## config.mk

```make
export PLATFORM = sky130hd
export DESIGN_NAME = vec_cache_data_ram
export DESIGN_NICKNAME = d
export VERILOG_FILES = /design/src/vec_cache_cfg_pkg.sv /design/src/vec_cache_msg_pkg.sv /design/src/vec_cache_data_ram.sv
export SDC_FILE = /design/constraint.sdc
export NUM_CORES = 2
export LEC_CHECK = 0
export BUFFER_PORTS_ARGS = -buffer_cell sky130_fd_sc_hd__buf_2
export CAP_MARGIN = 20
export CORE_MARGIN = 5
export CORE_UTILIZATION = 55
export CTS_BUF_LIST = sky130_fd_sc_hd__clkbuf_16
export CTS_CLUSTER_DIAMETER = 200
export DETAILED_ROUTE_END_ITERATION = 7
export GPL_ROUTABILITY_DRIVEN = 0
export PLACE_DENSITY = 0.71
export SKIP_CTS_REPAIR_TIMING = 1
export SYNTH_ARGS = -nofsm -noshare
export SYNTH_HDL_FRONTEND = slang
export SYNTH_MEMORY_MAX_BITS = 65536
export SYNTH_SLANG_ARGS = --single-unit
```

## constraint.sdc

```tcl
create_clock -name clk -period 5.7 [get_ports clk]
set_clock_uncertainty 0.15 [all_clocks]
set_input_delay 0 -clock clk [delete_from_list [all_inputs] [get_ports clk]]
set_output_delay 0 -clock clk [all_outputs]
set_load 0.03 [all_outputs]
```

## src/vec_cache_cfg_pkg.sv

```systemverilog
package vec_cache_cfg_pkg;

    // ==================================================
    // line data and data SRAM
    // ==================================================
    localparam int DATA_WIDTH = 128;
    localparam int LINE_NUM   = 32;

    typedef logic [DATA_WIDTH-1:0]       data_t;
    typedef logic [$clog2(LINE_NUM)-1:0] line_idx_t;

    // fixed read latency of the data SRAM in cycles
    localparam int READ_SRAM_DELAY = 4;

    // ==================================================
    // read data buffer
    // ==================================================
    localparam int RW_DB_ENTRY_NUM   = 8;
    localparam int DB_BANK_ENTRY_NUM = 4;
    // ping-pong pair of banks
    localparam int DB_BANK_NUM       = RW_DB_ENTRY_NUM / DB_BANK_ENTRY_NUM;

    typedef logic [$clog2(DB_BANK_ENTRY_NUM)-1:0] db_entry_id_t;
    typedef logic [DB_BANK_ENTRY_NUM-1:0]         db_mask_t;

    // in-order queue pointer, one slot per buffer entry
    typedef logic [$clog2(RW_DB_ENTRY_NUM)-1:0]   q_ptr_t;
    // 0..RW_DB_ENTRY_NUM plus headroom for reservations
    typedef logic [$clog2(RW_DB_ENTRY_NUM):0]     credit_cnt_t;

    // ==================================================
    // request tags
    // ==================================================
    typedef logic [3:0] rob_entry_id_t;
    typedef logic [5:0] txn_id_t;
    typedef logic [3:0] sideband_t;

endpackage

```

## src/vec_cache_msg_pkg.sv

```systemverilog
package vec_cache_msg_pkg;

    // ==================================================
    // arbiter side
    // ==================================================
    // one read request as granted by the arbiter
    typedef struct packed {
        vec_cache_cfg_pkg::line_idx_t     line_idx;
        vec_cache_cfg_pkg::rob_entry_id_t rob_entry_id;
        vec_cache_cfg_pkg::txn_id_t       txn_id;
        vec_cache_cfg_pkg::sideband_t     sideband;
    } arb_out_req_t;

    // ==================================================
    // data SRAM to buffer agent
    // ==================================================
    // request fields travel with the line
    typedef struct packed {
        arb_out_req_t                     req;
        vec_cache_cfg_pkg::data_t         data;
    } ram_rsp_t;

    // one filled buffer entry, queued in arrival order
    typedef struct packed {
        logic                             bank;
        vec_cache_cfg_pkg::db_entry_id_t  db_entry_id;
        vec_cache_cfg_pkg::rob_entry_id_t rob_entry_id;
        vec_cache_cfg_pkg::txn_id_t       txn_id;
        vec_cache_cfg_pkg::sideband_t     sideband;
    } rw_rdb_pld_t;

    // ==================================================
    // upstream
    // ==================================================
    typedef struct packed {
        vec_cache_cfg_pkg::data_t         data;
        vec_cache_cfg_pkg::txn_id_t       txn_id;
        vec_cache_cfg_pkg::rob_entry_id_t rob_entry_id;
        vec_cache_cfg_pkg::sideband_t     sideband;
    } us_data_pld_t;

endpackage

```

## src/vec_cache_data_ram.sv

```systemverilog
`timescale 1ns/1ps

module vec_cache_data_ram (
    input  logic                            clk,
    input  logic                            rst_n,
    input  logic                            fill_vld,
    input  vec_cache_cfg_pkg::line_idx_t    fill_idx,
    input  vec_cache_cfg_pkg::data_t        fill_data,
    input  logic                            req_vld,
    input  vec_cache_msg_pkg::arb_out_req_t req,
    output logic                            rsp_vld,
    output vec_cache_msg_pkg::ram_rsp_t     rsp
);

    vec_cache_cfg_pkg::data_t              line_mem [vec_cache_cfg_pkg::LINE_NUM];
    logic [vec_cache_cfg_pkg::READ_SRAM_DELAY-1:0] stg_vld;
    vec_cache_msg_pkg::ram_rsp_t           stg_pld [vec_cache_cfg_pkg::READ_SRAM_DELAY];

    // ==================================================
    // line array
    // ==================================================
    // fill wins nothing over a same-edge read, the read sees the old line
    always_ff @(posedge clk) begin
        if (fill_vld) begin
            line_mem[fill_idx] <= fill_data;
        end
    end

    // ==================================================
    // read pipeline
    // ==================================================
    always_ff @(posedge clk or negedge rst_n) begin
        if (!rst_n) begin
            stg_vld <= '0;
        end else begin
            stg_vld <= {stg_vld[vec_cache_cfg_pkg::READ_SRAM_DELAY-2:0], req_vld};
        end
    end

    // line is read at acceptance, then carried with its request
    always_ff @(posedge clk) begin
        if (req_vld) begin
            stg_pld[0].req  <= req;
            stg_pld[0].data <= line_mem[req.line_idx];
        end
        for (int i = 1; i < vec_cache_cfg_pkg::READ_SRAM_DELAY; i++) begin
            if (stg_vld[i-1]) begin
                stg_pld[i] <= stg_pld[i-1];
            end
        end
    end

    assign rsp_vld = stg_vld[vec_cache_cfg_pkg::READ_SRAM_DELAY-1];
    assign rsp     = stg_pld[vec_cache_cfg_pkg::READ_SRAM_DELAY-1];

endmodule

```

* Word-level counts from Yosys, hierarchy flattened
Memory sizes are Yosys's and may differ from the RTL's.
Cells that the tools add are included.
** Operators by class
- Multiplexer cells :: 10
** Operators with widths (count)
- $mux 1 :: 10
** Storage, ports and cells
- Logic and storage cells :: 13
- Output and inout port bits :: 148
- Memory bits (writable) :: 4684
- Memories kept :: 2
- Register bits after elaboration :: 4
** Memory list
- line_mem :: depth 32, bits a word 128, read ports 1, clocked after Yosys merged registers in 0, wr ports 1, RTL line vec_cache_data_ram.sv:15 : vec_cache_cfg_pkg::data_t line_mem [vec_cache_cfg_pkg::LINE_NUM];
- stg_pld :: depth 4, bits a word 147, read ports 4, clocked after Yosys merged registers in 0, wr ports 4, RTL line vec_cache_data_ram.sv:17 : vec_cache_msg_pkg::ram_rsp_t stg_pld [vec_cache_cfg_pkg::READ_SRAM_DELAY];

* Longest topological paths before layout
- Word-level depth :: 2
- Gate-level depth with buffers :: 8
- Mapped depth without buffers :: 4

* Least setup slack after synthesis
Ideal clock, no wire load.
- Path type :: in2reg
- Start :: input fill_idx[1]
- End :: memory line_mem[24][0] in the netlist's numbering, enable pin
- Arrival time :: 5982 ps
- Cell stages on the path :: 3
- Slack :: -1049 ps
- Path buffers :: 1
- Path through :: or3b_2 clkbuf_1 nor2_1
** RTL lines
- start: declaration :: RTL line vec_cache_data_ram.sv:7 : input vec_cache_cfg_pkg::line_idx_t fill_idx,
- end: declaration :: RTL line vec_cache_data_ram.sv:15
Straight into the memory's write port.

* Worst setup path in the final report
- Start :: input fill_idx[1]
- End :: memory line_mem[24][23] in the netlist's numbering, enable pin
Straight into the memory's write port.

==> flow_metrics.tcl <==
set metrics [dict create \
    startpoint_type "input pin" \
    synth_area_leaders "edfxtp_1 (82%), mux4_2 (11%), mux4_1 (2.3%), o22ai_1 (1.6%), mux2i_1 (0.75%)" \
    dieArea_um2 324000 \
    track_usage_pct 25.2 \
    die_y_um 569 \
    wl_per_cell_um 33.7 \
    initial_core_util_pct 55.2 \
    placed_cell_area_um2 179000 \
    cts_buffer_depth 4 \
    drc 0 \
    period_minus_slack_ns 3.01 \
    grt_antenna_before_repair 38 \
    grt_setup_unrepaired "false" \
    overflow 0 \
    finalSetupViolations 0 \
    cp.required_ns 6.12 \
    clock-root-buffer "clkbuf_16" \
    endpoint_kind "flop" \
    synth_fp_nets 7055 \
    cp_max_fo 53 \
    synth_commonest_cells "edfxtp_1 (4684), mux4_2 (812), o22ai_1 (448)" \
    synth_warnings 0 \
    syn_inst 6899 \
    period_share_pct 52.8 \
    synth_flop_cell "edfxtp_1" \
    maxCapViolCount 0 \
    grt_max_degree 122 \
    relSlewSlack_pct 22.0 \
    dp_hpwl_um 197000 \
    synth_area_leader_cell "edfxtp_1" \
    hold_viol 67 \
    cts_tree "built" \
    drt_iter0_markers 10300 \
    insertion_delay_ns 0.97 \
    die_x_um 569 \
    grt_pass1_wl_um 584000 \
    yosysSeqAreaShare_pct 81.8 \
    ir_drop_uv 318 \
    fmax_mhz 332 \
    failed_checks "negative hold slack" \
    grt_pass1_vias 79800 \
    worstSetupPathType "input pin to flop" \
    async_reset_ff_share_pct 0.0853 \
    portBuffers 303 \
    worstMarginPinSlew_ns 1.17 \
    vias_per_cell 6.52 \
    cts-buffers-inserted 454 \
    powerDensity_nw_per_um2 361 \
    wl_um 414000 \
    yosysMostFrequentCell "edfxtp_1" \
    drive_above_1_share_pct 25.1 \
    std_cell_rows 205 \
    cts_sinks 4688 \
    drv_slew 0 \
    holdWs_ns -0.0185 \
    yosys.area.top_type_share_pct 81.8 \
    synth.avg_cell_area_um2 24.9 \
    vias 80100 \
    synthToLayoutAreaGrowth_pct 14.0 \
    ctsHtreeMaxLevel 5 \
    clkSlewWorstSetupHoldPaths_ns 0.06 \
    cp.arrival_ns 3.43 \
    synth_area_um2 172000 \
    synth_cell_types 32 \
    drtAntennaViolNets 0 \
    power_leakage_uw 0.0624 \
    outcome "complete, but fails checks" \
    min_path_type "input pin to flop" \
    ys_ff_latch 4688 \
    final_area_um2 196000 \
    synth-edff-count 4684 \
    io_pins 304 \
    fp.coreArea_um2 312000 \
    nets 7905 \
    first_pass_iters 5 \
]
cell usage in the layout (no fill, tap or decap), types with 37 or more instances in the layout:
cell type | synthesis | final
bufinv_16 | 0 | 37
nor4_2 | 74 | 74
clkbuf_16 | 0 | 458
inv_1 | 0 | 98
nor4_1 | 38 | 38
buf_12 | 13 | 81
buf_4 | 20 | 90
clkinv_2 | 0 | 93
clkinv_1 | 0 | 108
mux4_1 | 148 | 148
dlygate4sd3_1 | 0 | 275
buf_2 | 182 | 300
mux2i_1 | 128 | 128
a22oi_1 | 96 | 96
mux4_2 | 812 | 812
o22ai_1 | 448 | 448
edfxtp_1 | 4684 | 4684
registers in the layout (all words and copies together), names as in the netlist:
register  count
stg_pld     588
stg_vld       4
line_mem   4096
metal layers:
layer	vias to the layer above	global-route usage, %	part of all wire, %
met5	-	0	0.024
met4	16	8.03	3.4
met3	843	4.44	9.6
met2	4599	41.0	50
met1	42700	35.4	37
li1	31900	-	-
final cells by class:
class | count | area (um^2)
Tap cell | 4140 | 5180
Sequential cell | 4688 | 141000
Clock inverter | 378 | 3010
Clock buffer | 458 | 11500
Fill cell | 20200 | 116000
Antenna cell | 20 | 50.0
Multi-Input combinational cell | 1856 | 29000
Timing Repair Buffer | 749 | 6610
through the flow:
stage | util (%) | TNS (ns) | setup WS, ns | cells | power [uW]
4_1_cts | 62.0 | 0 | 3.52 | 12000 | 71200
2_1_floorplan | - | -3406.32 | -1.05 | 6899 | 41300
3_5_place_dp | 57.4 | 0 | 2.60 | 11200 | 42500
3_3_place_gp | 57.3 | 0 | 2.60 | 11200 | 42400
5_1_grt | 62.9 | 0 | 2.68 | 12300 | 73100
6_report | 62.9 | 0 | 2.69 | 12300 | 70900
report_power, final:
group | switching [uW] | internal (uW) | total (uW) | leakage [uW]
combinational | 1820 | 1140 | 2970 | 0.0123
clock | 12700 | 16300 | 28900 | 0.00746
sequential | 259 | 38700 | 39000 | 0.0427
total | 14700 | 56100 | 70900 | 0.0624
logic make-up after synthesis:
| kind of cell | Yosys count | synth area share, % |
|---|---|---|
| AO/OA/AOI/OAI | 544 | 2.05 |
| flip-flops | 4688 | 81.8 |
| AND/OR/NAND/NOR | 224 | 1.01 |
| multiplexers | 1088 | 13.6 |
| buffers and inverters | 355 | 1.45 |
worst max-delay path: stages:
cell and delay (ns):
dlygate4sd3_1 0.53, buf_2 0.16, or3b_2 0.67, dlygate4sd3_1 0.74, nor2_4 0.55, buf_16 0.25
buf_12 0.40
worst paths after layout:
kind	from	endpoint	slack, ns	cells after the start
min in group asynchronous	rst_n	stg_vld[3]	0.38	4
worst min register to register	stg_pld[0][81]	stg_pld[1][81]	0.22	0
worst max-delay path	fill_idx[1]	line_mem[24][23]	2.69	7
worst max register to register	stg_vld[0]	stg_pld[1][58]	3.55	1
worst min-delay path	fill_data[95]	line_mem[11][95]	-0.02	2
max in group asynchronous	rst_n	stg_vld[0]	4.79	4
(Power assumes the default switching activity.)
