File: config.mk
export PLATFORM = sky130hd
export DESIGN_NAME = vec_cache_rdb_agent
export DESIGN_NICKNAME = d
export VERILOG_FILES = /design/src/vec_cache_cfg_pkg.sv /design/src/vec_cache_msg_pkg.sv /design/src/vec_cache_pre_alloc.sv /design/src/vec_cache_rdb_mem.sv /design/src/vec_cache_rdb_agent.sv
export SDC_FILE = /design/constraint.sdc
export NUM_CORES = 1
export LEC_CHECK = 0
export ABC_AREA = 1
export ABC_CLOCK_PERIOD_IN_PS = 6860
export BUFFER_PORTS_ARGS = -buffer_cell sky130_fd_sc_hd__clkbuf_2
export CAP_MARGIN = 15
export CORE_MARGIN = 8
export CORE_UTILIZATION = 45
export CTS_BUF_LIST = sky130_fd_sc_hd__clkbuf_16
export CTS_CLUSTER_DIAMETER = 120
export DETAILED_ROUTE_END_ITERATION = 7
export GPL_TIMING_DRIVEN = 1
export PLACE_DENSITY = 0.6
export SLEW_MARGIN = 25
export SYNTH_ARGS = -nofsm -noshare
export SYNTH_HDL_FRONTEND = slang
export SYNTH_SLANG_ARGS = --single-unit
File: constraint.sdc
create_clock -name clk -period 6.86 [get_ports clk]
set_input_delay 0.343 -clock clk [delete_from_list [all_inputs] [get_ports clk]]
set_output_delay 0.343 -clock clk [all_outputs]
set_load 0.005 [all_outputs]
File: src/vec_cache_cfg_pkg.sv
package vec_cache_cfg_pkg;

    // ==================================================
    // line data and data SRAM
    // ==================================================
    localparam int DATA_WIDTH = 128;
    localparam int LINE_NUM   = 32;

    typedef logic [DATA_WIDTH-1:0]       data_t;
    typedef logic [$clog2(LINE_NUM)-1:0] line_idx_t;

    // fixed read latency of the data SRAM in cycles
    localparam int READ_SRAM_DELAY = 4;

    // ==================================================
    // read data buffer
    // ==================================================
    localparam int RW_DB_ENTRY_NUM   = 8;
    localparam int DB_BANK_ENTRY_NUM = 4;
    // ping-pong pair of banks
    localparam int DB_BANK_NUM       = RW_DB_ENTRY_NUM / DB_BANK_ENTRY_NUM;

    typedef logic [$clog2(DB_BANK_ENTRY_NUM)-1:0] db_entry_id_t;
    typedef logic [DB_BANK_ENTRY_NUM-1:0]         db_mask_t;

    // in-order queue pointer, one slot per buffer entry
    typedef logic [$clog2(RW_DB_ENTRY_NUM)-1:0]   q_ptr_t;
    // 0..RW_DB_ENTRY_NUM plus headroom for reservations
    typedef logic [$clog2(RW_DB_ENTRY_NUM):0]     credit_cnt_t;

    // ==================================================
    // request tags
    // ==================================================
    typedef logic [3:0] rob_entry_id_t;
    typedef logic [5:0] txn_id_t;
    typedef logic [3:0] sideband_t;

endpackage

File: src/vec_cache_msg_pkg.sv
package vec_cache_msg_pkg;

    // ==================================================
    // arbiter side
    // ==================================================
    // one read request as granted by the arbiter
    typedef struct packed {
        vec_cache_cfg_pkg::line_idx_t     line_idx;
        vec_cache_cfg_pkg::rob_entry_id_t rob_entry_id;
        vec_cache_cfg_pkg::txn_id_t       txn_id;
        vec_cache_cfg_pkg::sideband_t     sideband;
    } arb_out_req_t;

    // ==================================================
    // data SRAM to buffer agent
    // ==================================================
    // request fields travel with the line
    typedef struct packed {
        arb_out_req_t                     req;
        vec_cache_cfg_pkg::data_t         data;
    } ram_rsp_t;

    // one filled buffer entry, queued in arrival order
    typedef struct packed {
        logic                             bank;
        vec_cache_cfg_pkg::db_entry_id_t  db_entry_id;
        vec_cache_cfg_pkg::rob_entry_id_t rob_entry_id;
        vec_cache_cfg_pkg::txn_id_t       txn_id;
        vec_cache_cfg_pkg::sideband_t     sideband;
    } rw_rdb_pld_t;

    // ==================================================
    // upstream
    // ==================================================
    typedef struct packed {
        vec_cache_cfg_pkg::data_t         data;
        vec_cache_cfg_pkg::txn_id_t       txn_id;
        vec_cache_cfg_pkg::rob_entry_id_t rob_entry_id;
        vec_cache_cfg_pkg::sideband_t     sideband;
    } us_data_pld_t;

endpackage

File: src/vec_cache_pre_alloc.sv
`timescale 1ns/1ps

module vec_cache_pre_alloc (
    input  logic                            clk,
    input  logic                            rst_n,
    input  vec_cache_cfg_pkg::db_mask_t     idle,
    input  logic                            take,
    output logic                            out_vld,
    output vec_cache_cfg_pkg::db_entry_id_t out_index
);

    vec_cache_cfg_pkg::db_mask_t     cand;
    logic                            pick_vld;
    vec_cache_cfg_pkg::db_entry_id_t pick_idx;

    // the reserved entry is still marked idle on the take cycle
    always_comb begin
        cand = idle;
        if (take) begin
            cand[out_index] = 1'b0;
        end
    end

    // lowest idle index wins
    always_comb begin
        pick_vld = 1'b0;
        pick_idx = '0;
        for (int i = vec_cache_cfg_pkg::DB_BANK_ENTRY_NUM - 1; i >= 0; i--) begin
            if (cand[i]) begin
                pick_vld = 1'b1;
                pick_idx = vec_cache_cfg_pkg::db_entry_id_t'(i);
            end
        end
    end

    // registered one step ahead so the write side never waits
    always_ff @(posedge clk or negedge rst_n) begin
        if (!rst_n) begin
            out_vld   <= 1'b0;
            out_index <= '0;
        end else begin
            out_vld   <= pick_vld;
            out_index <= pick_idx;
        end
    end

endmodule

File: src/vec_cache_rdb_mem.sv
`timescale 1ns/1ps

module vec_cache_rdb_mem (
    input  logic                            clk,
    input  logic                            en,
    input  logic                            wr_en,
    input  vec_cache_cfg_pkg::db_entry_id_t addr,
    input  vec_cache_cfg_pkg::data_t        wr_data,
    output vec_cache_cfg_pkg::data_t        rd_data
);

    vec_cache_cfg_pkg::data_t mem [vec_cache_cfg_pkg::DB_BANK_ENTRY_NUM];

    // single port, write or registered read
    always_ff @(posedge clk) begin
        if (en) begin
            if (wr_en) begin
                mem[addr] <= wr_data;
            end else begin
                rd_data <= mem[addr];
            end
        end
    end

endmodule

File: src/vec_cache_rdb_agent.sv
`timescale 1ns/1ps

module vec_cache_rdb_agent (
    input  logic                             clk,
    input  logic                             rst_n,
    input  logic                             rsp_vld,
    input  vec_cache_msg_pkg::ram_rsp_t      rsp,
    output logic                             rd_rdy,
    input  logic                             us_rdy,
    output logic                             us_data_vld,
    output vec_cache_msg_pkg::us_data_pld_t  us_data,
    output logic                             done,
    output vec_cache_cfg_pkg::rob_entry_id_t done_idx
);

    // write side
    logic                            bank_sel;
    logic [vec_cache_cfg_pkg::DB_BANK_NUM-1:0] alloc_vld;
    vec_cache_cfg_pkg::db_entry_id_t alloc_idx [vec_cache_cfg_pkg::DB_BANK_NUM];
    vec_cache_cfg_pkg::data_t        bank_rd_data [vec_cache_cfg_pkg::DB_BANK_NUM];
    vec_cache_msg_pkg::rw_rdb_pld_t  wr_pld;

    // in-order queue
    vec_cache_msg_pkg::rw_rdb_pld_t  q_mem [vec_cache_cfg_pkg::RW_DB_ENTRY_NUM];
    vec_cache_cfg_pkg::q_ptr_t       q_wr_ptr;
    vec_cache_cfg_pkg::q_ptr_t       q_rd_ptr;
    vec_cache_cfg_pkg::credit_cnt_t  q_cnt;
    vec_cache_cfg_pkg::credit_cnt_t  q_cnt_nxt;
    vec_cache_msg_pkg::rw_rdb_pld_t  q_head;

    // read side
    logic                            grant;
    vec_cache_msg_pkg::rw_rdb_pld_t  out_pld_q;

    // admission credit
    logic [vec_cache_cfg_pkg::READ_SRAM_DELAY-2:0] rdy_hist;
    logic [vec_cache_cfg_pkg::READ_SRAM_DELAY-1:0] rdy_hist_nxt;
    vec_cache_cfg_pkg::credit_cnt_t  est_cnt;

    // ==================================================
    // write side
    // ==================================================
    always_comb begin
        wr_pld.bank         = bank_sel;
        wr_pld.db_entry_id  = alloc_idx[bank_sel];
        wr_pld.rob_entry_id = rsp.req.rob_entry_id;
        wr_pld.txn_id       = rsp.req.txn_id;
        wr_pld.sideband     = rsp.req.sideband;
    end

    assign q_head = q_mem[q_rd_ptr];

    // writes own the bank cycle, so a read only goes when no line lands
    assign grant = (q_cnt != '0) && us_rdy && !rsp_vld;

    for (genvar b = 0; b < vec_cache_cfg_pkg::DB_BANK_NUM; b++) begin : g_bank
        vec_cache_cfg_pkg::db_mask_t     idle;
        logic                            take;
        logic                            rd_hit;
        logic                            mem_en;
        vec_cache_cfg_pkg::db_entry_id_t mem_addr;

        assign take     = rsp_vld && (bank_sel == 1'(b)) && alloc_vld[b];
        assign rd_hit   = grant && (q_head.bank == 1'(b));
        assign mem_en   = take || rd_hit;
        assign mem_addr = take ? alloc_idx[b] : q_head.db_entry_id;

        always_ff @(posedge clk or negedge rst_n) begin
            if (!rst_n) begin
                idle <= '1;
            end else begin
                if (take) begin
                    idle[alloc_idx[b]] <= 1'b0;
                end
                if (rd_hit) begin
                    idle[q_head.db_entry_id] <= 1'b1;
                end
            end
        end

        vec_cache_pre_alloc u_pre_alloc (
            .clk       (clk),
            .rst_n     (rst_n),
            .idle      (idle),
            .take      (take),
            .out_vld   (alloc_vld[b]),
            .out_index (alloc_idx[b])
        );

        vec_cache_rdb_mem u_rdb_mem (
            .clk     (clk),
            .en      (mem_en),
            .wr_en   (take),
            .addr    (mem_addr),
            .wr_data (rsp.data),
            .rd_data (bank_rd_data[b])
        );
    end

    // ==================================================
    // queue and credit
    // ==================================================
    always_ff @(posedge clk) begin
        if (rsp_vld) begin
            q_mem[q_wr_ptr] <= wr_pld;
        end
    end

    always_comb begin
        q_cnt_nxt = q_cnt;
        if (rsp_vld) begin
            q_cnt_nxt = q_cnt_nxt + 1'b1;
        end
        if (grant) begin
            q_cnt_nxt = q_cnt_nxt - 1'b1;
        end
    end

    // a ready cycle holds a slot until its line could have landed
    assign rdy_hist_nxt = {rdy_hist, rd_rdy};

    always_comb begin
        est_cnt = q_cnt_nxt;
        for (int i = 0; i < vec_cache_cfg_pkg::READ_SRAM_DELAY; i++) begin
            est_cnt = est_cnt + rdy_hist_nxt[i];
        end
    end

    always_ff @(posedge clk or negedge rst_n) begin
        if (!rst_n) begin
            q_wr_ptr <= '0;
            q_rd_ptr <= '0;
            q_cnt    <= '0;
            bank_sel <= 1'b0;
            rdy_hist <= '0;
            rd_rdy   <= 1'b0;
        end else begin
            if (rsp_vld) begin
                q_wr_ptr <= q_wr_ptr + 1'b1;
                bank_sel <= ~bank_sel;
            end
            if (grant) begin
                q_rd_ptr <= q_rd_ptr + 1'b1;
            end
            q_cnt    <= q_cnt_nxt;
            rdy_hist <= rdy_hist_nxt[vec_cache_cfg_pkg::READ_SRAM_DELAY-2:0];
            // counts the accept that may land on this edge as well
            rd_rdy   <= (est_cnt < vec_cache_cfg_pkg::RW_DB_ENTRY_NUM);
        end
    end

    // ==================================================
    // upstream
    // ==================================================
    always_ff @(posedge clk or negedge rst_n) begin
        if (!rst_n) begin
            us_data_vld <= 1'b0;
        end else begin
            us_data_vld <= grant;
        end
    end

    always_ff @(posedge clk) begin
        if (grant) begin
            out_pld_q <= q_head;
        end
    end

    // bank read data lines up with the delayed entry
    assign us_data.data         = bank_rd_data[out_pld_q.bank];
    assign us_data.txn_id       = out_pld_q.txn_id;
    assign us_data.rob_entry_id = out_pld_q.rob_entry_id;
    assign us_data.sideband     = out_pld_q.sideband;

    // rob release goes with the beat
    assign done     = us_data_vld;
    assign done_idx = out_pld_q.rob_entry_id;

endmodule

# After elaboration in Yosys (flattened, before gate mapping)
# Memory sizes are Yosys's and may differ from the RTL's. A register that Yosys moved wholly into a read port is not among the register bits.
# Index checks and enable logic that the tools add are counted.
[totals]
regBits = 45
mem_bits_rw = 1160
in_bits = 151
output_inout_bits = 149
elab_cells = 110
mem_count = 3
[memory_table]
columns = ["name", "words", "width", "rd", "rd_clocked_by_memory_dff", "wr", "line_no", "source"]
rows = [
  ["g_bank[0].u_rdb_mem.mem", 4, 128, 1, 1, 1, "vec_cache_rdb_mem.sv:12", "vec_cache_cfg_pkg::data_t mem [vec_cache_cfg_pkg::DB_BANK_ENTRY_NUM];"],
  ["g_bank[1].u_rdb_mem.mem", 4, 128, 1, 1, 1, "vec_cache_rdb_mem.sv:12", ""],
  ["q_mem", 8, 17, 1, 0, 1, "vec_cache_rdb_agent.sv:24", "vec_cache_msg_pkg::rw_rdb_pld_t q_mem [vec_cache_cfg_pkg::RW_DB_ENTRY_NUM];"],
]
[op_classes]
n_addsub = 8
order_cmp = 9
mux = 44
n_bitwise = 12
n_reduce_logical = 17
[ops]
columns = ["operator", "n"]
rows = [
  ["$mux W128", 3],
  ["$mux W2", 13],
  ["$mux W4", 6],
  ["$mux W1", 19],
  ["$add A4 B1 Y4", 4],
  ["$logic_and A1 B1 Y1", 11],
  ["$lt A2 B3 Y1 const B", 3],
  ["$and A4 B4 Y4", 2],
  ["$not A4 Y4", 2],
  ["$or A4 B4 Y4", 2],
  ["$add A3 B1 Y3 const B", 2],
  ["$demux W1 S2", 3],
  ["$ge A2 B1 Y1 const B", 3],
  ["$add A4 B1 Y4 const B", 1],
  ["$ge A2 B2 Y1 const B", 2],
  ["$lt A4 B4 Y1 const B", 1],
  ["$not A1 Y1", 4],
  ["$not A1 Y2", 2],
  ["$reduce_and A2 Y1", 2],
  ["$reduce_bool A4 Y1", 1],
  ["$sub A4 B1 Y4 const B", 1],
  ["$logic_or A1 B1 Y1", 2],
  ["$logic_not A1 Y1", 1],
]

# Depth between registers and ports, before layout
# Gate-level depths: netlist of the first run.
[logic_depth]
depth_word = 11
ltp_mapped = 17
depth_no_buf = 17

# Hierarchy
# Synthesis of the first run repeated with hierarchy kept, for this count alone.
[hier_totals]
cells_unflattened = 4594
hier_area_um2 = 57332.5
[by_module_without_submodules]
columns = ["module", "instances", "cells_each", "area_each_um2", "seq_area_each_um2"]
rows = [
  ["vec_cache_rdb_mem", 2, 1887, 24096.9, 19218.4],
  ["vec_cache_rdb_agent", 1, 776, 8823.5, 5144.9],
  ["vec_cache_pre_alloc at g_bank[0].u_pre_alloc", 1, 22, 161.4, 75.1],
  ["vec_cache_pre_alloc at g_bank[1].u_pre_alloc", 1, 22, 153.9, 75.1],
]

# Worst setup path before layout of the first run
# OpenSTA, ideal clock, no wires.
[synth_timing]
kind = "flip-flop to flip-flop"
start = "reg bank_sel"
end = "mem g_bank[1].u_rdb_mem.mem[1][0] (netlist name), enable pin"
setup_ps = 617
arrival_time_ps = 6560
required_time_ps = 6243
setup_slack_ps = -318
stages_incl_launch_ff = 7
n_path_buf = 2
period_less_slack_ps = 7178
path_cell_list = "dfrtp_1 > nand3_2 > inv_2 > nand2_2 > buf_2 > buf_1 > nor2_1"
[synth_via]
elab_chain_len = 5
elab_cells_between_ends = 7
classes_between = "mux: 4; reduce/logical: 3"
[synth_rtl]
columns = ["item", "line_no", "source"]
rows = [
  ["from (decl)", "vec_cache_rdb_agent.sv:17", "logic bank_sel;"],
  ["from (signal assigned)", "vec_cache_rdb_agent.sv:140", "bank_sel <= ~bank_sel;"],
  ["$logic_and A1 B1 Y1 * (2 in a row)", "vec_cache_rdb_agent.sv:63", "assign take = rsp_vld && (bank_sel == 1'(b)) && alloc_vld[b];"],
  ["$mux W1 / $logic_or A1 B1 Y1 (equally long branches)", "vec_cache_rdb_mem.sv:17, vec_cache_rdb_agent.sv:65", ""],
  ["$mux W1", "vec_cache_rdb_mem.sv:16", "if (en) begin"],
  ["$mux W1 (implied by the code)", "vec_cache_rdb_mem.sv:18", "mem[addr] <= wr_data;"],
  ["to (decl)", "vec_cache_rdb_mem.sv:12", ""],
]
# Mark *: on every way between the ends. The rest lies on a longest branch, timed or not.

# Worst setup path in the final report of the first run
[layout_timing]
start = "reg q_rd_ptr[0]"
end = "reg g_bank[1].u_rdb_mem.rd_data[62] (read register of g_bank[1].u_rdb_mem.mem), data pin"
[layout_via]
elab_chain_len = 4
elab_cells_between_ends = 5
classes_between = "mux: 1; reduce/logical: 3; memory: 1"
[layout_rtl]
columns = ["item", "line_no", "source"]
rows = [
  ["from (decl)", "vec_cache_rdb_agent.sv:26", "vec_cache_cfg_pkg::q_ptr_t q_rd_ptr;"],
  ["from (signal assigned)", "vec_cache_rdb_agent.sv:143", "q_rd_ptr <= q_rd_ptr + 1'b1;"],
  ["$mem_v2 Z8 W17 *", "--", ""],
  ["$logic_and A1 B1 Y1", "vec_cache_rdb_agent.sv:64", "assign rd_hit = grant && (q_head.bank == 1'(b));"],
  ["$logic_or A1 B1 Y1", "vec_cache_rdb_agent.sv:65", "assign mem_en = take || rd_hit;"],
  ["$reduce_and A2 Y1 (no line)", "--", ""],
  ["to (decl)", "vec_cache_rdb_mem.sv:9", "output vec_cache_cfg_pkg::data_t rd_data"],
]
# Marks and branches as above.
# A chain may end at the register's enable or synchronous reset.

==> flow_summary_export.csv, run 1 <==
group,metric,value,unit
outcome,status,"finished clean",
global_route,grt_pass1_wl,217000,um
synthesis,yosys.area.top_type_share,0.740,
placed_design,io_buffers,294,
critical_path,cp_num_buf_inv,2,
placed_design,dp_cells,6315,
routing,first_pass_iters,8,
finish,stdcell_count,6747,
synthesis,syn_nets,4734,
cts,h-tree-depth,4,
timing,slew_headroom,0.292,
global_route,grt_max_degree,141,
synthesis,syn_avg_cell_area,12.7,um^2
synthesis,ys_seq_area_frac,0.753,
synthesis,ys_ff_latch,1461,
cts,post-cts-setup-buffer-count,0,
routing,post-route-drc-count,0,
placed_design,place_hpwl,70300,um
critical_path,cp_common_cell,"nand2_1",
critical_path,r2r_end,"g_bank[1].u_rdb_mem.rd_data[62]",
critical_path,crit_type,"flop to flop",
floorplanning,die_height,375,um
finish,finish.utilization,0.524,
cts,cts-buffers-inserted,152,
finish,drive_gt1_frac,0.144,
timing,finalSetupViolations,0,
worst_hold_path,hp-class,"input port to async pin",
routing,wl_per_cell,21.4,um
timing,max_freq,236,MHz
synthesis,synthArstFlopShare,0.0205,
timing,finalHoldViolCount,0,
global_route,grt_overflow,0,
cts,cts_root_buf,"clkbuf_16",
critical_path,cp_num_cells,12,
timing,period_needed,4240,ps
timing,slew_violations,0,
timing,skew,46.9,ps
critical_path,r2r_start,"q_rd_ptr[0]",
synthesis,synthFlopType,"edfxtp_1",
pwr,leakage,0.0262,uW
timing,fin_setup_tns,0,ps
pwr,ir_drop,0.483,mV
floorplanning,rows,131,
critical_path,slowest_stage,"nand2_8",
finish,fill_cells,10700,
critical_path,max_stage_delay,860,ps
critical_path,cp-start-kind,"flop",
critical_path,worstPathMaxFanout,105,
timing,whs,185,ps
floorplanning,initial_core_util,0.454,
finish,multi_input_area,12600,um^2
routing,ant_nets,0,
cts,cts_sinks,1461,
floorplanning,die_x,375,um
critical_path,endpoint,"g_bank[1].u_rdb_mem.rd_data[62]",
critical_path,crit_start,"q_rd_ptr[0]",
critical_path,worstPathRequired,7510,ps
synthesis,syn-instance-count,4575,
cts,ctsResizeCount,0,
synthesis,yosys.area.top_type,"edfxtp_1",
routing,vias,35500,
critical_path,r2r_slack,2620,ps
global_route,grt_antenna_before_repair,8,
global_route,track_usage,0.201,
synthesis,netlist_area,58100,um^2
critical_path,rr_worst_depth,12,
routing,drtIter0Drc,2753,
critical_path,cp.arrival,4890,ps
synthesis,synth-warning-count,0,
timing,rsz0062_at_grt,"no",
routing,drt-total-wl,145000,um
run,maxCapViolations,0,
critical_path,crit_family,"simple AND/OR/NAND/NOR gates",
placed_design,gp_congestion,0.722,
critical_path,path_cells,"buf_4 -> nand2_1 -> nand2_1 -> nand2_1 -> nand3_2 -> nand3_4 -> nand2_8 -> buf_4 -> nand2_1 -> nand2_1 -> nand2_1 -> nand2_1",
synthesis,synth-edff-count,1431,
pwr,powerDensity,482,nW/um^2
critical_path,endpoint_kind,"flop",
floorplanning,core-area,128000,um^2
synthesis,synth.distinct_cells,34,
global_route,grt_pass1_vias,35100,
timing,fin_crit_sh,0.618,
cts,cts.clk_slew.worst_paths,60,ps
timing,worst_pin_slew,1060,ps
synthesis,synth_area_leaders,"edfxtp_1, nand2_1, nand3_1",
finish,syn_to_final_growth,15.4,%
cts,clk_path_buf_depth,3,
cts,clock_latency,800,ps
finish,register_area,43700,um^2
cts,cts_tree,"yes",
routing,viasPerCell,5.26,
floorplanning,ioPinCount,300,
floorplanning,dieArea,141000,um^2
finish,layout.nets,5112,
per-stage QoR:
stage               instance area (um^2)  setup WS [ps]  total power (uW)
finish                             67000           2620             32300
global route                       67000           2200             34400
CTS                                66900           2520             32600
detailed placement                 60700           2550             24700
global placement                   60700           2580             24500
floorplan                          58100           16.2             21200
worst min path at each step:
| stage | start | end | slack [ps] | cells after the start |
|---|---|---|---|---|
| 2_1_floorplan | rst_n | bank_sel | 50 | 0 |
| 3_3_place_gp | rdy_hist[1] | rdy_hist[2] | 360 | 0 |
| 3_5_place_dp | rdy_hist[1] | rdy_hist[2] | 370 | 0 |
| 4_1_cts | rst_n | rd_rdy | 140 | 2 |
| 5_1_grt | rst_n | done | 210 | 2 |
| 6_report | rst_n | rdy_hist[0] | 190 | 2 |
Yosys cell counts (6+ instances only):
cell type and count:
nand2_1 1850, edfxtp_1 1431, nand3_1 523, nor2_1 133, mux2_2 128, buf_2 122
o21ai_0 81, buf_4 75, clkbuf_1 42, inv_1 36, buf_6 29, dfrtp_1 22
buf_1 15, a31oi_1 14, o22ai_1 14, dfstp_2 8, inv_2 8, ha_1 7
xor2_1 6
placed cells by master (no fill, tap or decap), types with 13 or more instances in the layout:
| master | n |
|---|---|
| clkinv_1 | 39 |
| nor2_1 | 125 |
| a31oi_1 | 14 |
| o21ai_0 | 81 |
| buf_12 | 13 |
| clkbuf_16 | 155 |
| o22ai_1 | 14 |
| clkinv_2 | 19 |
| edfxtp_1 | 1431 |
| dlygate4sd3_1 | 145 |
| nand2_1 | 1848 |
| dfrtp_1 | 21 |
| clkbuf_2 | 294 |
| nand3_1 | 523 |
| mux2_2 | 128 |
| inv_1 | 74 |
| buf_4 | 54 |
registers in the layout (all words and copies together) (netlist names), 2 cells and up:
name / count
g_bank.idle: 8
g_bank.u_rdb_mem.mem: 1024
us_data: 10
q_rd_ptr: 3
q_mem: 136
g_bank.u_rdb_mem.rd_data: 256
q_cnt: 4
done_idx: 4
g_bank.u_pre_alloc.out_vld: 2
q_wr_ptr: 3
rdy_hist: 3
g_bank.u_pre_alloc.out_index: 4
worst register-to-register path, stage by stage (launching register included):
cell and delay [ps]:
dfrtp_2 780, buf_4 500, nand2_1 90, nand2_1 80, nand2_1 60, nand3_2 160, nand3_4 570, nand2_8 870
buf_4 650, nand2_1 130, nand2_1 80, nand2_1 50, nand2_1 100
what timing repair did:
action	4_1_cts	5_1_grt
hold buffers	145	0
hold endpoints to repair	1165	0
setup endpoints to repair	0	0
cell type report:
type,instances,area share
Clock buffer,155,0.0579
Tap cell,1662,0.0310
Clock inverter,123,0.0130
Multi-Input combinational cell,2785,0.188
Inverter,46,0.00295
Timing Repair Buffer,507,0.0540
Antenna cell,8,0.000299
Sequential cell,1461,0.653
layer usage:
metal	part of all wire	track usage	wire [um]
met3	0.063	0.0352	9050
met5	0.00018	0	26
met1	0.44	0.275	62900
met4	0.022	0.0571	3200
met2	0.48	0.334	69300
power breakdown:
| group | internal [uW] | total, uW | switching [uW] |
|---|---|---|---|
| Sequential | 12100 | 12400 | 368 |
| Combinational | 3310 | 12000 | 8710 |
| Clock | 4420 | 7830 | 3420 |
kinds of logic (layout without fill, tap and decap cells):
family | count (synthesis) | after routing | share of synthesized area
flip-flops | 1461 | 1461 | 0.753
AO/OA/AOI/OAI | 123 | 123 | 0.0116
adder cells (fa/ha/maj) | 8 | 8 | 0.00185
buffers and inverters | 329 | 831 | 0.0325
multiplexers | 128 | 128 | 0.0248
other | 0 | 8 | 0
AND/OR/NAND/NOR | 2520 | 2520 | 0.175
XOR/XNOR | 6 | 6 | 0.000905
Note: power is estimated with default switching activity, not from simulation.
==> run 2: changes to the inputs <==
ABC_CLOCK_PERIOD_IN_PS = 4250   (was 6860)
PLACE_DENSITY = 0.58   (was 0.6)
clock period = 4.25 ns   (was 6.86 ns; I/O delays follow)
==> flow_summary_export.csv, run 2 (same netlist as run 1, synthesis figures left out) <==
group,metric,value,unit
outcome,status,"finished clean",
timing,whs,77.3,ps
routing,first_pass_iters,7,
floorplanning,rows,131,
placed_design,place_hpwl,70900,um
critical_path,worstPathRequired,4680,ps
finish,syn_to_final_growth,16.0,%
finish,register_area,43700,um^2
routing,viasPerCell,5.22,
timing,slew_headroom,0.223,
finish,drive_gt1_frac,0.146,
timing,rsz0062_at_grt,"no",
cts,cts.clk_slew.worst_paths,60,ps
global_route,grt_antenna_before_repair,10,
cts,clock_latency,760,ps
timing,finalSetupViolations,0,
timing,fin_crit_sh,0.748,
routing,drtIter0Drc,2875,
routing,wl_per_cell,21.5,um
routing,post-route-drc-count,0,
timing,fin_setup_tns,0,ps
finish,largest-register,"g_bank.u_rdb_mem.mem",
timing,max_freq,315,MHz
cts,ctsResizeCount,0,
timing,slew_violations,0,
floorplanning,dieArea,141000,um^2
global_route,grt_pass1_wl,217000,um
global_route,track_usage,0.203,
cts,cts_tree,"yes",
timing,period_needed,3180,ps
routing,vias,35300,
pwr,ir_drop,1.28,mV
placed_design,gp_congestion,0.720,
run,maxCapViolations,0,
worst_hold_path,hp-class,"input port to async pin",
pwr,leakage,0.0263,uW
timing,finalHoldViolCount,0,
cts,h-tree-depth,4,
pwr,power,52400,uW
finish,largest_register_ff_count,1024,
finish,layout.nets,5126,
critical_path,endpoint_kind,"flop",
cts,cts-buffers-inserted,155,
global_route,grt_pass1_vias,34800,
placed_design,io_buffers,294,
critical_path,r2r_slack,1070,ps
timing,skew,20.5,ps
finish,reg.largest.list,"g_bank.u_rdb_mem.mem x1024, g_bank.u_rdb_mem.rd_data x256, q_mem x136",
finish,multi_input_area,12600,um^2
critical_path,cp-start-kind,"flop",
pwr,powerDensity,778,nW/um^2
finish,final_cell_mix,"nand2_1, edfxtp_1, nand3_1",
global_route,grt_overflow,0,
finish,final_common_cell,"nand2_1",
floorplanning,initial_core_util,0.454,
finish,fill_cells,10700,
critical_path,cp.arrival,3610,ps
critical_path,rr_worst_depth,10,
floorplanning,ioPinCount,300,
floorplanning,die_height,375,um
floorplanning,core-area,128000,um^2
routing,drt-total-wl,145000,um
critical_path,worstPathMaxFanout,42,
floorplanning,die_x,375,um
cts,cts_sinks,1461,
timing,worst_pin_slew,1170,ps
global_route,grt_max_degree,157,
cts,clk_path_buf_depth,3,
cts,cts_root_buf,"clkbuf_16",
placed_design,pre_cts_ws,1100,ps
cts,hold_buffers,145,
routing,ant_nets,0,
cts,post-cts-setup-buffer-count,0,
critical_path,crit_type,"flop to flop",
timing,worst_slack,1070,ps
## run 2: changes by cell type in the layout (fill, tap and decap cells not counted), sizes merged
cell	before	now
clkinv	63	68
clkbuf	449	455
diode	8	7
buf	68	79
inv	93	82
clkinvlp	5	3
## run 2: final cells by class
cell class,instances,area share
Clock inverter,115,0.0110
Timing Repair Buffer,518,0.0591
Tap cell,1662,0.0309
Sequential cell,1461,0.649
Multi-Input combinational cell,2785,0.187
Clock buffer,161,0.0598
Antenna cell,7,0.000260
Inverter,46,0.00286
## run 2: worst paths after layout
path | startpoint | endpoint
worst min register to register | rdy_hist[1] | rdy_hist[2]
min in group clk | rsp[50] | g_bank[0].u_rdb_mem.mem[1][50]
worst min-delay path | rst_n | done
worst max register to register | q_rd_ptr[0] | g_bank[1].u_rdb_mem.rd_data[113]
worst max-delay path | q_rd_ptr[0] | g_bank[1].u_rdb_mem.rd_data[113]
max in group asynchronous | rst_n | q_rd_ptr[0]
## run 2: critical path, cell delays in order, from the launching register on
cell and delay (ps):
dfrtp_2 520, buf_4 390, nor2_1 90, nor2_1 110, o21ai_0 100, nand2_1 130, inv_1 60, o21ai_0 220
nand2_1 240, inv_6 530, buf_4 410
## run 2: metal layers
metal | track usage | share of wire
met5 | 0 | 0.00024
met4 | 0.0513 | 0.020
met3 | 0.0354 | 0.058
met2 | 0.342 | 0.49
met1 | 0.274 | 0.44
## run 2: metrics by stage
step | utilization | std cells | cell area [um^2]
finish | 0.527 | 6755 | 67400
global route | 0.527 | 6752 | 67400
global placement | 0.478 | 6327 | 61100
detailed placement | 0.478 | 6327 | 61100
floorplan | - | 4575 | 58100
CTS | 0.527 | 6748 | 67300
## run 2: power by group
group / internal [uW] / switching, uW
Clock: 7300 / 5380
Sequential: 19500 / 581
Combinational: 5650 / 14000
Total: 32400 / 20000
